==> config.mk <==
export PLATFORM = sky130hd
export DESIGN_NAME = oam_dma
export DESIGN_NICKNAME = d
export VERILOG_FILES = /design/src/verilog/ppu_pkg.sv /design/src/verilog/oam_dma.sv
export SDC_FILE = /design/constraint.sdc
export NUM_CORES = 1
export LEC_CHECK = 0
export BUFFER_PORTS_ARGS = -buffer_cell sky130_fd_sc_hd__buf_2
export CAP_MARGIN = 0
export CORE_MARGIN = 3
export CORE_UTILIZATION = 44
export CTS_CLUSTER_DIAMETER = 150
export CTS_CLUSTER_SIZE = 28
export DETAILED_ROUTE_END_ITERATION = 6
export MAX_ROUTING_LAYER = met4
export PLACE_DENSITY = 0.84
export SYNTH_ARGS = -nofsm -noshare
export SYNTH_HDL_FRONTEND = slang
export SYNTH_SLANG_ARGS = --single-unit
==> constraint.sdc <==
create_clock -name clk -period 2.1 [get_ports clk]
set_input_delay 0 -clock clk [delete_from_list [all_inputs] [get_ports clk]]
set_output_delay 0 -clock clk [all_outputs]
set_load 0.01 [all_outputs]
==> src/verilog/ppu_pkg.sv <==
`default_nettype none

package ppu_pkg;

    // cpu-visible registers, NES order, OAMDMA last
    typedef enum logic [3:0] {
        PPUCTRL   = 4'd0,
        PPUMASK   = 4'd1,
        PPUSTATUS = 4'd2,
        OAMADDR   = 4'd3,
        OAMDATA   = 4'd4,
        PPUSCROLL = 4'd5,
        PPUADDR   = 4'd6,
        PPUDATA   = 4'd7,
        OAMDMA    = 4'd8
    } reg_sel_t;

    // rw: 1 is write
    typedef struct packed {
        logic       en;
        logic       rw;
        reg_sel_t   sel;
        logic [7:0] wdata;
    } cpu_bus_t;

    typedef struct packed {
        logic sp_over_set;
        logic sp_over_clr;
        logic sp_zero_set;
        logic sp_zero_clr;
        logic vblank_set;
        logic vblank_clr;
    } status_evt_t;

    typedef struct packed {
        logic [7:0] ctrl;
        logic [7:0] mask;
        logic [7:0] scroll_x;
        logic [7:0] scroll_y;
    } render_regs_t;

    typedef struct packed {
        logic [7:0] addr;
        logic       we;
        logic       re;
        logic [7:0] wdata;
    } oam_req_t;

    // addr is the full ppu address, the memory picks its own bits
    typedef struct packed {
        logic [15:0] addr;
        logic        vram_we;
        logic        vram_re;
        logic        pal_we;
        logic        pal_re;
        logic [7:0]  wdata;
    } ppu_req_t;

endpackage

`default_nettype wire

==> src/verilog/oam_dma.sv <==
`timescale 1ns/1ns
`default_nettype none

module oam_dma (
    input  logic              clk,
    input  logic              rst_n,
    input  logic              cpu_clk_en,
    input  logic              dma_start,
    input  logic [7:0]        dma_page,
    input  logic [7:0]        oam_base,
    input  logic              cpu_cyc_par,
    input  logic [7:0]        cpu_rd_data,
    output logic              cpu_suspend,
    output logic [15:0]       cpu_addr,
    output logic              cpu_re,
    output ppu_pkg::oam_req_t dma_oam
);
    typedef enum logic [2:0] {
        S_IDLE,
        S_DUMMY1,
        S_DUMMY2,
        S_READ,
        S_WRITE
    } dma_state_t;

    dma_state_t state;
    dma_state_t state_nxt;
    logic [7:0] cnt;
    logic       last;

    assign last = cnt == 8'hff;

    always_ff @(posedge clk or negedge rst_n) begin
        if (!rst_n) begin
            state <= S_IDLE;
            cnt   <= 8'h00;
        end else if (cpu_clk_en) begin
            state <= state_nxt;
            if (state == S_DUMMY1) begin
                cnt <= 8'h00;
            end else if (state == S_WRITE && !last) begin
                cnt <= cnt + 8'd1;
            end
        end
    end

    always_comb begin
        state_nxt = state;
        case (state)
            S_IDLE: begin
                if (dma_start) begin
                    state_nxt = S_DUMMY1;
                end
            end
            // odd cpu cycle needs one more alignment cycle
            S_DUMMY1: state_nxt = cpu_cyc_par ? S_DUMMY2 : S_READ;
            S_DUMMY2: state_nxt = S_READ;
            S_READ: state_nxt = S_WRITE;
            S_WRITE: state_nxt = last ? S_IDLE : S_READ;
            default: state_nxt = S_IDLE;
        endcase
    end

    // cpu resumes during the final write
    assign cpu_suspend = state != S_IDLE && !(state == S_WRITE && last);
    assign cpu_addr    = {dma_page, cnt};
    assign cpu_re      = state == S_READ;

    // ram data from the read cycle is valid here
    assign dma_oam.addr  = oam_base + cnt;
    assign dma_oam.we    = cpu_clk_en && state == S_WRITE;
    assign dma_oam.re    = 1'b0;
    assign dma_oam.wdata = cpu_rd_data;

    // back in idle with the cpu released once the last byte is written
    a_idle_no_suspend: assert property (@(posedge clk) disable iff (!rst_n)
        (cpu_clk_en && state == S_WRITE && last) |=> state == S_IDLE && !cpu_suspend)
        else $error("ERR cpu_suspend or state wrong after last write, cnt=%h", cnt);

    a_busy_no_restart: assert property (@(posedge clk) disable iff (!rst_n)
        (cpu_clk_en && dma_start && state != S_IDLE && state != S_DUMMY1)
        |=> state != S_DUMMY1 && cnt >= $past(cnt))
        else $error("ERR dma_start restarted busy dma, cnt=%h", cnt);

endmodule

`default_nettype wire

==> flow_metrics.py <==
metrics = {
    "outcome": {
        "outcome": "completed",
    },
    "worst_hold_path": {
        "worstHoldStart": "cpu_rd_data[6]",
        "hold_path_end": "dma_oam[6]",
        "hold_path.class": "input pin to output port",
        "hold-path-cell-count": 0,
    },
    "timing": {
        "rsz0062_at_grt": "false",
        "fin_crit_ns": 1.964,
        "setup_viol": 0,
        "skew_ns": 0.002972,
        "min_period_over_period": 0.9354,
        "setup_tns_ns": 0,
        "final_max_slew_viol_count": 0,
        "hold_violations": 0,
        "fmaxAchievable_mhz": 509.1,
        "setup_ws_ns": 0.1357,
    },
    "drt": {
        "drc": 0,
        "wl_per_cell_um": 14.62,
        "drtPass1Iterations": 4,
        "drt-total-wl_um": 2602,
        "num_vias": 1017,
        "drtIter0Drc": 35,
        "routed_via_density": 5.713,
        "ant_nets": 0,
    },
    "pwr": {
        "leakagePower_nw": 0.5979,
        "vdd_drop_max_uv": 720.9,
        "powerDensity_nw_per_um2": 1009,
    },
    "job": {
        "max_cap_violations": 0,
    },
    "worst_setup_path": {
        "cp.arrival_ns": 1.96,
        "r2r_cells": 6,
        "crit_required_ns": 2.10,
        "cp-start-kind": "register",
        "worst-setup-path-type": "register to output port",
        "path_max_fanout": 3,
        "r2r-start": "cnt[1]",
        "reg2reg_to": "cnt[3]",
        "cp-end-kind": "output port",
        "rrSetupSlack_ns": 0.35,
    },
    "logic_synthesis": {
        "ys_ff_latch": 11,
        "synth_edf_count": 0,
        "ys_warn_count": 0,
        "ys_async_sr_fraction": 1.000,
        "synth_nets": 171,
        "yosysSeqAreaShare": 0.2397,
        "ys.flop_type": "dfrtp_1",
        "avgSynthCellArea_um2": 8.636,
        "netlist_instances": 133,
        "synth_cell_types": 43,
        "syn_area_um2": 1149,
    },
    "cts": {
        "ctsHtreeMaxLevel": 1,
        "root_buffer": "clkbuf_4",
        "cts_tree": "done",
        "cts.clk_slew.worst_paths_ns": 0.07,
        "cts_buffers": 3,
        "clockBufferDepth": 2,
        "clock_latency_ns": 0.27,
        "clock_sinks": 11,
    },
    "finish": {
        "final_nets": 189,
        "area_growth_pct": 6.754,
        "final_cell_mix": "31 x buf_2, 12 x nand2_1, 11 x dfrtp_1",
        "finalCoreUtilization": 0.5241,
        "final_area_um2": 1226,
        "mostFrequentLayoutCell": "buf_2",
        "drive_above_1_share": 0.3333,
        "diodes": 0,
        "layout.cells.non_filler": 178,
        "fillCellCount": 218,
    },
    "placed_design": {
        "dpl.cell_count": 172,
        "dp_hpwl_um": 1981,
        "io_buffers": 31,
        "placedInstanceArea_um2": 1169,
        "place_ws_ns": 0.1952,
        "gp_congestion": 0.8147,
    },
    "global_routing": {
        "grt_pass1_vias": 1033,
        "antenna_found_initial": 0,
        "overflow": 0,
        "grt_usage": 0.1746,
        "grt_first_pass_wirelength_um": 4505,
        "grt_max_degree": 12,
    },
    "floorplanning": {
        "chipHeight_um": 57.09,
        "die-area_um2": 3259,
        "row_count": 17,
        "core-area_um2": 2340,
        "start_util": 0.4909,
        "io_pins": 65,
        "die_x_um": 57.09,
    },
}
## synth_stat cells (3+ instances only)
master | count | area (um2)
nand2_1 | 12 | 45.04
nor2_1 | 8 | 30.03
dfrtp_1 | 11 | 275.3
xnor2_1 | 3 | 26.28
nand3_1 | 5 | 25.02
a31oi_1 | 4 | 25.02
a21oi_1 | 6 | 30.03
nand2b_1 | 3 | 18.77
buf_4 | 17 | 127.6
nor3_1 | 3 | 15.01
o21ai_1 | 3 | 15.01
ha_1 | 8 | 100.1
o211ai_1 | 3 | 22.52
o21ai_0 | 5 | 25.02
inv_1 | 8 | 30.03
## worst max-delay path, stage by stage, from the launching register on
cell and delay, ns:
dfrtp_1 0.35, ha_1 0.16, inv_1 0.07, fa_2 0.36, nand2b_1 0.17, a21boi_2 0.18, o21a_1 0.15, o311ai_1 0.10
buf_2 0.16
## cells by family after synthesis
kind of cell | share of synthesized area
buf+inv | 0.1808
flops | 0.2396
other cells | 0.003265
simple gates | 0.1961
compound gates | 0.2059
mux | 0.03159
fa+ha+maj | 0.1046
xor+xnor | 0.03813
## area by class of cell
| class | count | area, um2 | share of cell area |
|---|---|---|---|
| flip-flops and latches | 11 | 275.3 | 0.2245 |
| clock buffers | 4 | 26.28 | 0.02143 |
| well taps | 28 | 35.03 | 0.02857 |
| inverters | 8 | 30.03 | 0.02449 |
| repair buffers | 34 | 180.2 | 0.1469 |
| multi-input cells | 93 | 679.4 | 0.5541 |
## what timing repair did
item	in CTS	in global routing
endpoints found under the hold margin	11	0
gates resized for setup	2	3
setup buffers	1	0
cloned	0	0
setup endpoints to repair	2	2
hold buffers	1	0
pin swaps	0	1
## state kept, by name (all words and copies together), names as in the netlist
register	flops
cnt	8
state	3
## metal layers
layer  track usage  vias up  part of all wire
li1              -      489                 -
met1        0.1969      479              0.40
met2        0.3034       37              0.53
met3       0.04299       12             0.057
met4       0.05298        0             0.011
met5             -        -                 0
## report_power, final
group,total (mW),internal [mW],switching (mW)
Sequential,0.380,0.267,0.113
Clock,0.146,0.0736,0.0722
Combinational,0.711,0.334,0.377
## worst max-delay path by stage
stage / startpoint / endpoint / slack [ns] / cells past startpoint
6_report: cnt[0] / dma_oam[16] / 0.14 / 8
2_1_floorplan: cnt[0] / dma_oam[16] / 0.25 / 7
3_5_place_dp: cnt[0] / dma_oam[16] / 0.20 / 8
3_3_place_gp: cnt[0] / dma_oam[16] / 0.30 / 8
4_1_cts: cnt[0] / dma_oam[16] / 0.03 / 8
5_1_grt: cnt[0] / dma_oam[16] / 0.006 / 8
## stage by stage
stage,power (mW),hold slack [ns]
after floorplan,0.9191,-0.2956
after global placement,1.011,-0.1200
after detailed placement,1.057,-0.1132
after CTS,1.226,0.0001189
after global routing,1.341,0.00001504
final,1.237,0.000003906
(Power assumes the default switching activity.)
