==> config.mk <==
export PLATFORM = sky130hd
export DESIGN_NAME = ppu_regs
export DESIGN_NICKNAME = d
export VERILOG_FILES = /design/src/verilog/ppu_pkg.sv /design/src/verilog/ppu_regs.sv
export SDC_FILE = /design/constraint.sdc
export NUM_CORES = 1
export LEC_CHECK = 0
export ABC_AREA = 1
export BUFFER_PORTS_ARGS = -buffer_cell sky130_fd_sc_hd__buf_2
export CAP_MARGIN = 30
export CORE_MARGIN = 8
export CORE_UTILIZATION = 50
export DETAILED_ROUTE_END_ITERATION = 7
export PLACE_DENSITY = 0.78
export SETUP_SLACK_MARGIN = 0.4
export SLEW_MARGIN = 10
export SYNTH_ARGS = -nofsm -noshare
export SYNTH_HDL_FRONTEND = slang
export SYNTH_SLANG_ARGS = --single-unit
==> constraint.sdc <==
create_clock -name clk -period 4.29 [get_ports clk]
set_input_delay 0 -clock clk [delete_from_list [all_inputs] [get_ports clk]]
set_output_delay 0 -clock clk [all_outputs]
set_load 0.05 [all_outputs]
==> src/verilog/ppu_pkg.sv <==
`default_nettype none

package ppu_pkg;

    // cpu-visible registers, NES order, OAMDMA last
    typedef enum logic [3:0] {
        PPUCTRL   = 4'd0,
        PPUMASK   = 4'd1,
        PPUSTATUS = 4'd2,
        OAMADDR   = 4'd3,
        OAMDATA   = 4'd4,
        PPUSCROLL = 4'd5,
        PPUADDR   = 4'd6,
        PPUDATA   = 4'd7,
        OAMDMA    = 4'd8
    } reg_sel_t;

    // rw: 1 is write
    typedef struct packed {
        logic       en;
        logic       rw;
        reg_sel_t   sel;
        logic [7:0] wdata;
    } cpu_bus_t;

    typedef struct packed {
        logic sp_over_set;
        logic sp_over_clr;
        logic sp_zero_set;
        logic sp_zero_clr;
        logic vblank_set;
        logic vblank_clr;
    } status_evt_t;

    typedef struct packed {
        logic [7:0] ctrl;
        logic [7:0] mask;
        logic [7:0] scroll_x;
        logic [7:0] scroll_y;
    } render_regs_t;

    typedef struct packed {
        logic [7:0] addr;
        logic       we;
        logic       re;
        logic [7:0] wdata;
    } oam_req_t;

    // addr is the full ppu address, the memory picks its own bits
    typedef struct packed {
        logic [15:0] addr;
        logic        vram_we;
        logic        vram_re;
        logic        pal_we;
        logic        pal_re;
        logic [7:0]  wdata;
    } ppu_req_t;

endpackage

`default_nettype wire

==> src/verilog/ppu_regs.sv <==
`timescale 1ns/1ns
`default_nettype none

module ppu_regs (
    input  logic                  clk,
    input  logic                  rst_n,
    input  logic                  cpu_clk_en,
    input  logic                  ppu_clk_en,
    input  ppu_pkg::cpu_bus_t     bus,
    input  ppu_pkg::status_evt_t  status_evt,
    input  logic [7:0]            oam_rd,
    input  logic [7:0]            vram_rd,
    input  logic [7:0]            pal_rd,
    output logic [7:0]            reg_data_out,
    output ppu_pkg::render_regs_t render,
    output ppu_pkg::oam_req_t     reg_oam,
    output ppu_pkg::ppu_req_t     ppu_req,
    output logic                  dma_start,
    output logic [7:0]            dma_page,
    output logic [7:0]            oam_base
);
    import ppu_pkg::*;

    logic        acc_wr;
    logic        acc_rd;
    logic        stat_rd;
    logic [7:0]  ctrl;
    logic [7:0]  mask;
    logic [7:0]  scroll_x;
    logic [7:0]  scroll_y;
    logic [7:0]  oam_addr;
    logic [15:0] ppu_addr;
    logic [15:0] addr_inc;
    logic        scroll_tgl;
    logic        addr_tgl;
    logic [4:0]  last_wr;
    logic        in_vram;
    logic        in_pal;
    logic        vblank;
    logic        sp_zero;
    logic        sp_over;
    logic [4:0]  stat_lo;
    logic        clr_d0;
    logic        clr_d1;
    logic [7:0]  status;

    assign acc_wr  = cpu_clk_en && bus.en && bus.rw;
    assign acc_rd  = cpu_clk_en && bus.en && !bus.rw;
    assign stat_rd = acc_rd && bus.sel == PPUSTATUS;

    assign addr_inc = ctrl[2] ? 16'd32 : 16'd1;
    assign in_vram  = ppu_addr >= 16'h2000 && ppu_addr <= 16'h3eff;
    assign in_pal   = ppu_addr[15:8] == 8'h3f;
    assign status   = {vblank, sp_zero, sp_over, stat_lo};

    assign render.ctrl     = ctrl;
    assign render.mask     = mask;
    assign render.scroll_x = scroll_x;
    assign render.scroll_y = scroll_y;

    assign reg_oam.addr  = oam_addr;
    assign reg_oam.we    = acc_wr && bus.sel == OAMDATA;
    assign reg_oam.re    = acc_rd && bus.sel == OAMDATA;
    assign reg_oam.wdata = bus.wdata;

    // out-of-range PPUDATA accesses raise no strobe
    assign ppu_req.addr    = ppu_addr;
    assign ppu_req.vram_we = acc_wr && bus.sel == PPUDATA && in_vram;
    assign ppu_req.vram_re = acc_rd && bus.sel == PPUDATA && in_vram;
    assign ppu_req.pal_we  = acc_wr && bus.sel == PPUDATA && in_pal;
    assign ppu_req.pal_re  = acc_rd && bus.sel == PPUDATA && in_pal;
    assign ppu_req.wdata   = bus.wdata;

    assign dma_start = acc_wr && bus.sel == OAMDMA;
    assign oam_base  = oam_addr;

    // cpu side, all updates on cpu-enabled edges
    always_ff @(posedge clk or negedge rst_n) begin
        if (!rst_n) begin
            ctrl         <= 8'h00;
            mask         <= 8'h00;
            scroll_x     <= 8'h00;
            scroll_y     <= 8'h00;
            oam_addr     <= 8'h00;
            ppu_addr     <= 16'h0000;
            scroll_tgl   <= 1'b0;
            addr_tgl     <= 1'b0;
            last_wr      <= 5'h00;
            dma_page     <= 8'h00;
            reg_data_out <= 8'h00;
        end else if (acc_wr) begin
            last_wr <= bus.wdata[4:0];
            case (bus.sel)
                PPUCTRL: ctrl <= bus.wdata;
                PPUMASK: mask <= bus.wdata;
                OAMADDR: oam_addr <= bus.wdata;
                OAMDATA: oam_addr <= oam_addr + 8'd1;
                PPUSCROLL: begin
                    if (scroll_tgl) begin
                        scroll_y <= bus.wdata;
                    end else begin
                        scroll_x <= bus.wdata;
                    end
                    scroll_tgl <= !scroll_tgl;
                end
                PPUADDR: begin
                    // high byte first
                    if (addr_tgl) begin
                        ppu_addr[7:0] <= bus.wdata;
                    end else begin
                        ppu_addr[15:8] <= bus.wdata;
                    end
                    addr_tgl <= !addr_tgl;
                end
                PPUDATA: ppu_addr <= ppu_addr + addr_inc;
                OAMDMA: dma_page <= bus.wdata;
                default: ;
            endcase
        end else if (acc_rd) begin
            case (bus.sel)
                PPUSTATUS: begin
                    reg_data_out <= status;
                    scroll_tgl   <= 1'b0;
                    addr_tgl     <= 1'b0;
                    scroll_x     <= 8'h00;
                    scroll_y     <= 8'h00;
                    ppu_addr     <= 16'h0000;
                end
                OAMDATA: begin
                    reg_data_out <= oam_rd;
                    oam_addr     <= oam_addr + 8'd1;
                end
                PPUDATA: begin
                    // unbuffered read
                    if (in_vram) begin
                        reg_data_out <= vram_rd;
                    end else if (in_pal) begin
                        reg_data_out <= pal_rd;
                    end
                    ppu_addr <= ppu_addr + addr_inc;
                end
                default: ;
            endcase
        end
    end

    // renderer side, flags move on ppu-enabled edges
    always_ff @(posedge clk or negedge rst_n) begin
        if (!rst_n) begin
            vblank  <= 1'b0;
            sp_zero <= 1'b0;
            sp_over <= 1'b0;
            stat_lo <= 5'h00;
            clr_d0  <= 1'b0;
            clr_d1  <= 1'b0;
        end else if (ppu_clk_en) begin
            stat_lo <= last_wr;
            clr_d0  <= stat_rd;
            clr_d1  <= clr_d0;
            if (status_evt.sp_over_set) begin
                sp_over <= 1'b1;
            end
            if (status_evt.sp_over_clr) begin
                sp_over <= 1'b0;
            end
            if (status_evt.sp_zero_set) begin
                sp_zero <= 1'b1;
            end
            if (status_evt.sp_zero_clr) begin
                sp_zero <= 1'b0;
            end
            if (status_evt.vblank_clr || clr_d1) begin
                vblank <= 1'b0;
            end
            // a fresh vblank cancels the pending read clear
            if (status_evt.vblank_set) begin
                vblank <= 1'b1;
                clr_d1 <= 1'b0;
            end
        end else if (stat_rd) begin
            // hold the read until the next ppu cycle sees it
            clr_d0 <= 1'b1;
        end
    end

    a_data_one_target: assert property (@(posedge clk) disable iff (!rst_n)
        !(ppu_req.vram_we && ppu_req.pal_we))
        else $error("ERR ppu_req vram_we pal_we both set, addr=%h", ppu_req.addr);

endmodule

`default_nettype wire
==> flow_metrics.py <==
metrics = {
    "run_status": {
        "status": "finished clean",
    },
    "die": {
        "initial_core_util_pct": 50.6,
        "ios": 151,
        "die_area_um2": 13200,
        "die_width_um": 115,
        "core-area_um2": 9640,
        "dieHeight_um": 115,
        "placement_rows": 36,
    },
    "worst_setup_path": {
        "cp.buffers_inverters": 1,
        "critical_path.max_stage_delay_ns": 0.47,
        "cp_top_family": "simple AND/OR/NAND/NOR gates",
        "timing.critical_path.slowest_stage_cell": "dfrtp_1",
        "path_cells": "nand2_1 > nor2_1 > nand2_1 > nand2_2 > nor3_1 > buf_2",
        "worst_ep_required_time_ns": 4.29,
        "cpMostUsedCell": "nand2_1",
        "worst-setup-path-type": "reg2out",
        "crit_path_start_kind": "register",
        "cp_max_fo": 10,
        "endpoint_kind": "output pin",
        "worst_path_arrival_time_ns": 2.06,
    },
    "sta": {
        "setup-violations-final": 0,
        "timing.slew.headroom_pct": 44.2,
        "timing.fmax_mhz": 486,
        "worst_slew_pin_slew_ns": 0.836,
        "grt_setup_unrepaired": "false",
        "final_hold_viol_count": 0,
        "worst_clock_skew_ns": 0.0117,
        "period_needed_ns": 2.06,
        "final_max_slew_viol_count": 0,
        "tns_ns": 0,
        "post-route-period-util_pct": 47.9,
    },
    "yosys": {
        "ys_seq_area_share_pct": 45.7,
        "leading_post_synthesis_cells_by_cell_area": "dfrtp_1 (46%), nand2_1 (15%), o21ai_0 (5.6%), inv_1 (5.5%), nor2_1 (5.1%)",
        "ys.flop_type": "dfrtp_1",
        "synthesis.area_um2": 4870,
        "synth_cell_type_count": 30,
        "ys_async_sr_fraction_pct": 100,
        "synth_top_cell_area_share_pct": 45.7,
        "yosysMostFrequentCell": "nand2_1",
        "synth-seq-cells": 89,
        "synth_top_cell_by_area": "dfrtp_1",
        "post_synth_most_frequent_cells": "nand2_1 (197), dfrtp_1 (89), inv_1 (71)",
        "synthCells": 652,
        "count_of_synthesis_stage_warnings_from_yosys": 0,
        "average_cell_area_after_synthesis_um2": 7.48,
        "synth_nets": 704,
        "synth_edf_count": 0,
    },
    "global_route": {
        "globalRouteOverflowTotal": 0,
        "grt_use_total_pct": 22.9,
        "first_global_vias": 4903,
        "grt_pass1_wl_um": 23900,
        "maximum_number_of_pins_on_one_net_before_global_route_repair": 66,
        "grt_antenna_before_repair": 0,
    },
    "clock_network": {
        "cts-resized-gates": 0,
        "clock_tree_from_tritoncts": "yes",
        "clkSlewWorstSetupHoldPaths_ns": 0.09,
        "worst_skew_pair.late_latency_ns": 0.37,
        "clock-root-buffer": "clkbuf_8",
        "cts_inserted_buffers": 9,
        "max-clock-path-buffers": 2,
        "clkSinkCount": 89,
        "max_h_tree_level": 3,
    },
    "routing": {
        "drt-wirelength-per-cell_um": 15.7,
        "drtIter0Drc": 321,
        "ant_nets": 0,
        "detail_route.vias_per_cell": 5.20,
        "dr_total_vias": 4884,
        "dr.pass1.iters": 7,
        "routed_wirelength_um": 14800,
        "detail_route.drc_violations": 0,
    },
    "power": {
        "design_power_w": 0.00274,
        "ir_worst_vdd_mv": 0.190,
        "p_leak_nw": 3.23,
        "power_density_nw_per_um2": 455,
    },
    "worst_hold_path": {
        "hold_path.class": "in2reg",
    },
    "job": {
        "cap_violations": 0,
    },
    "cells_and_area": {
        "final_net_count": 852,
        "fin_util_pct": 62.5,
        "area_delta_synth_final_pct": 23.6,
        "layout-drive-gt1-share_pct": 24.1,
    },
    "placed_design": {
        "place.gp.congestion": 0.893,
        "post_detail_place_hpwl_um": 10900,
        "port-buffer-count": 150,
    },
}
## worst reg2reg max path, delay by kind of cell, from the launching register on
| family | cells | cell delay, ns |
|---|---|---|
| compound gates | 1 | 0.16 |
| fa+ha+maj | 1 | 0.22 |
| buf+inv | 2 | 0.15 |
| flops | 1 | 0.44 |
| simple gates | 7 | 0.76 |
## cell type report
class                      count  area, um^2
timing repair buffer         176        1030
sequential                    89        2230
tap                          133         166
antenna                        1        2.50
fill                         874        3610
multi-input combinational    449        2090
clock buffer                   9         124
clock inverter                 7         106
inverter                      75         282
## state kept, by name, summed over array words and instances, names as in the netlist
name          cells
addr_tgl          1
clr_d0            1
clr_d1            1
ctrl              8
dma_page          8
last_wr           5
mask              8
oam_base          8
ppu_addr         16
reg_data_out      8
scroll_tgl        1
scroll_x          8
scroll_y          8
sp_over           1
sp_zero           1
stat_lo           5
vblank            1
## per-stage QoR
| step | instance area, um^2 | setup WS, ns | instances | hold slack [ns] |
|---|---|---|---|---|
| after floorplan | 4870 | 2.05 | 652 | -0.296 |
| after global placement | 5530 | 2.45 | 897 | 0.250 |
| after detailed placement | 5550 | 2.33 | 898 | -0.0660 |
| after CTS | 6020 | 2.23 | 938 | 0.00112 |
| after global routing | 6020 | 2.10 | 938 | 0.0323 |
| final | 6030 | 2.23 | 939 | 0.00926 |
## worst paths after layout
path / start / end / slack [ns] / cells past startpoint
min in group asynchronous: rst_n / scroll_x[6]$_DFFE_PN0P_ / 0.07 / 2
worst max-delay path: ppu_addr[9]$_DFFE_PN0P_ / ppu_req[11] / 2.23 / 6
max in group asynchronous: rst_n / ppu_addr[14]$_DFFE_PN0P_ / 3.56 / 3
worst max register to register: ctrl[2]$_DFFE_PN0P_ / ppu_addr[11]$_DFFE_PN0P_ / 2.47 / 11
worst min register to register: clr_d1$_DFFE_PN0P_ / clr_d1$_DFFE_PN0P_ / 0.48 / 2
worst min-delay path: ppu_clk_en / stat_lo[4]$_DFFE_PN0P_ / 0.009 / 3
## where the power goes
part           switching [W]  internal (W)
registers           0.000122      0.000970
clock network       0.000319      0.000334
logic               0.000763      0.000236
## what timing repair did
action | 4_1_cts | 5_1_grt
hold buffers | 24 | 0
buffers inserted | 0 | 0
hold endpoints to repair | 113 | 0
## layout by cell type, fill, tap and decap left out, types with 5 or more instances in the layout
cell type | Yosys | routed
a21oi_1 | 20 | 20
nor2_2 | 5 | 5
nand2_1 | 197 | 197
nand3b_1 | 9 | 9
dlygate4sd3_1 | 0 | 24
nor2_1 | 66 | 66
nand2_2 | 6 | 6
o21ai_0 | 55 | 55
buf_2 | 8 | 149
nand4_1 | 5 | 5
nand3_1 | 47 | 47
dfrtp_1 | 89 | 89
o21ai_2 | 11 | 11
inv_1 | 71 | 71
clkbuf_8 | 0 | 9
## layer usage
layer / up-vias / global-route usage [%] / part of all wire (%)
met2: 188 / 39.9 / 50
met5: - / 0 / 0
li1: 2337 / - / -
met3: 35 / 4.36 / 6.6
met4: 0 / 11.2 / 2.9
met1: 2324 / 26.4 / 40
## cells by family (layout without fill, tap and decap cells)
group           after synthesis  in the layout  synth area share (%)
buf+inv                     114            267                  11.4
other cells                   0              1                     0
xor+xnor                      6              6                  1.08
fa+ha+maj                     4              4                  1.03
flops                        89             89                  45.7
compound gates               99             99                  11.6
simple gates                340            340                  29.2
No activity file was read; power rests on OpenSTA's default activity.
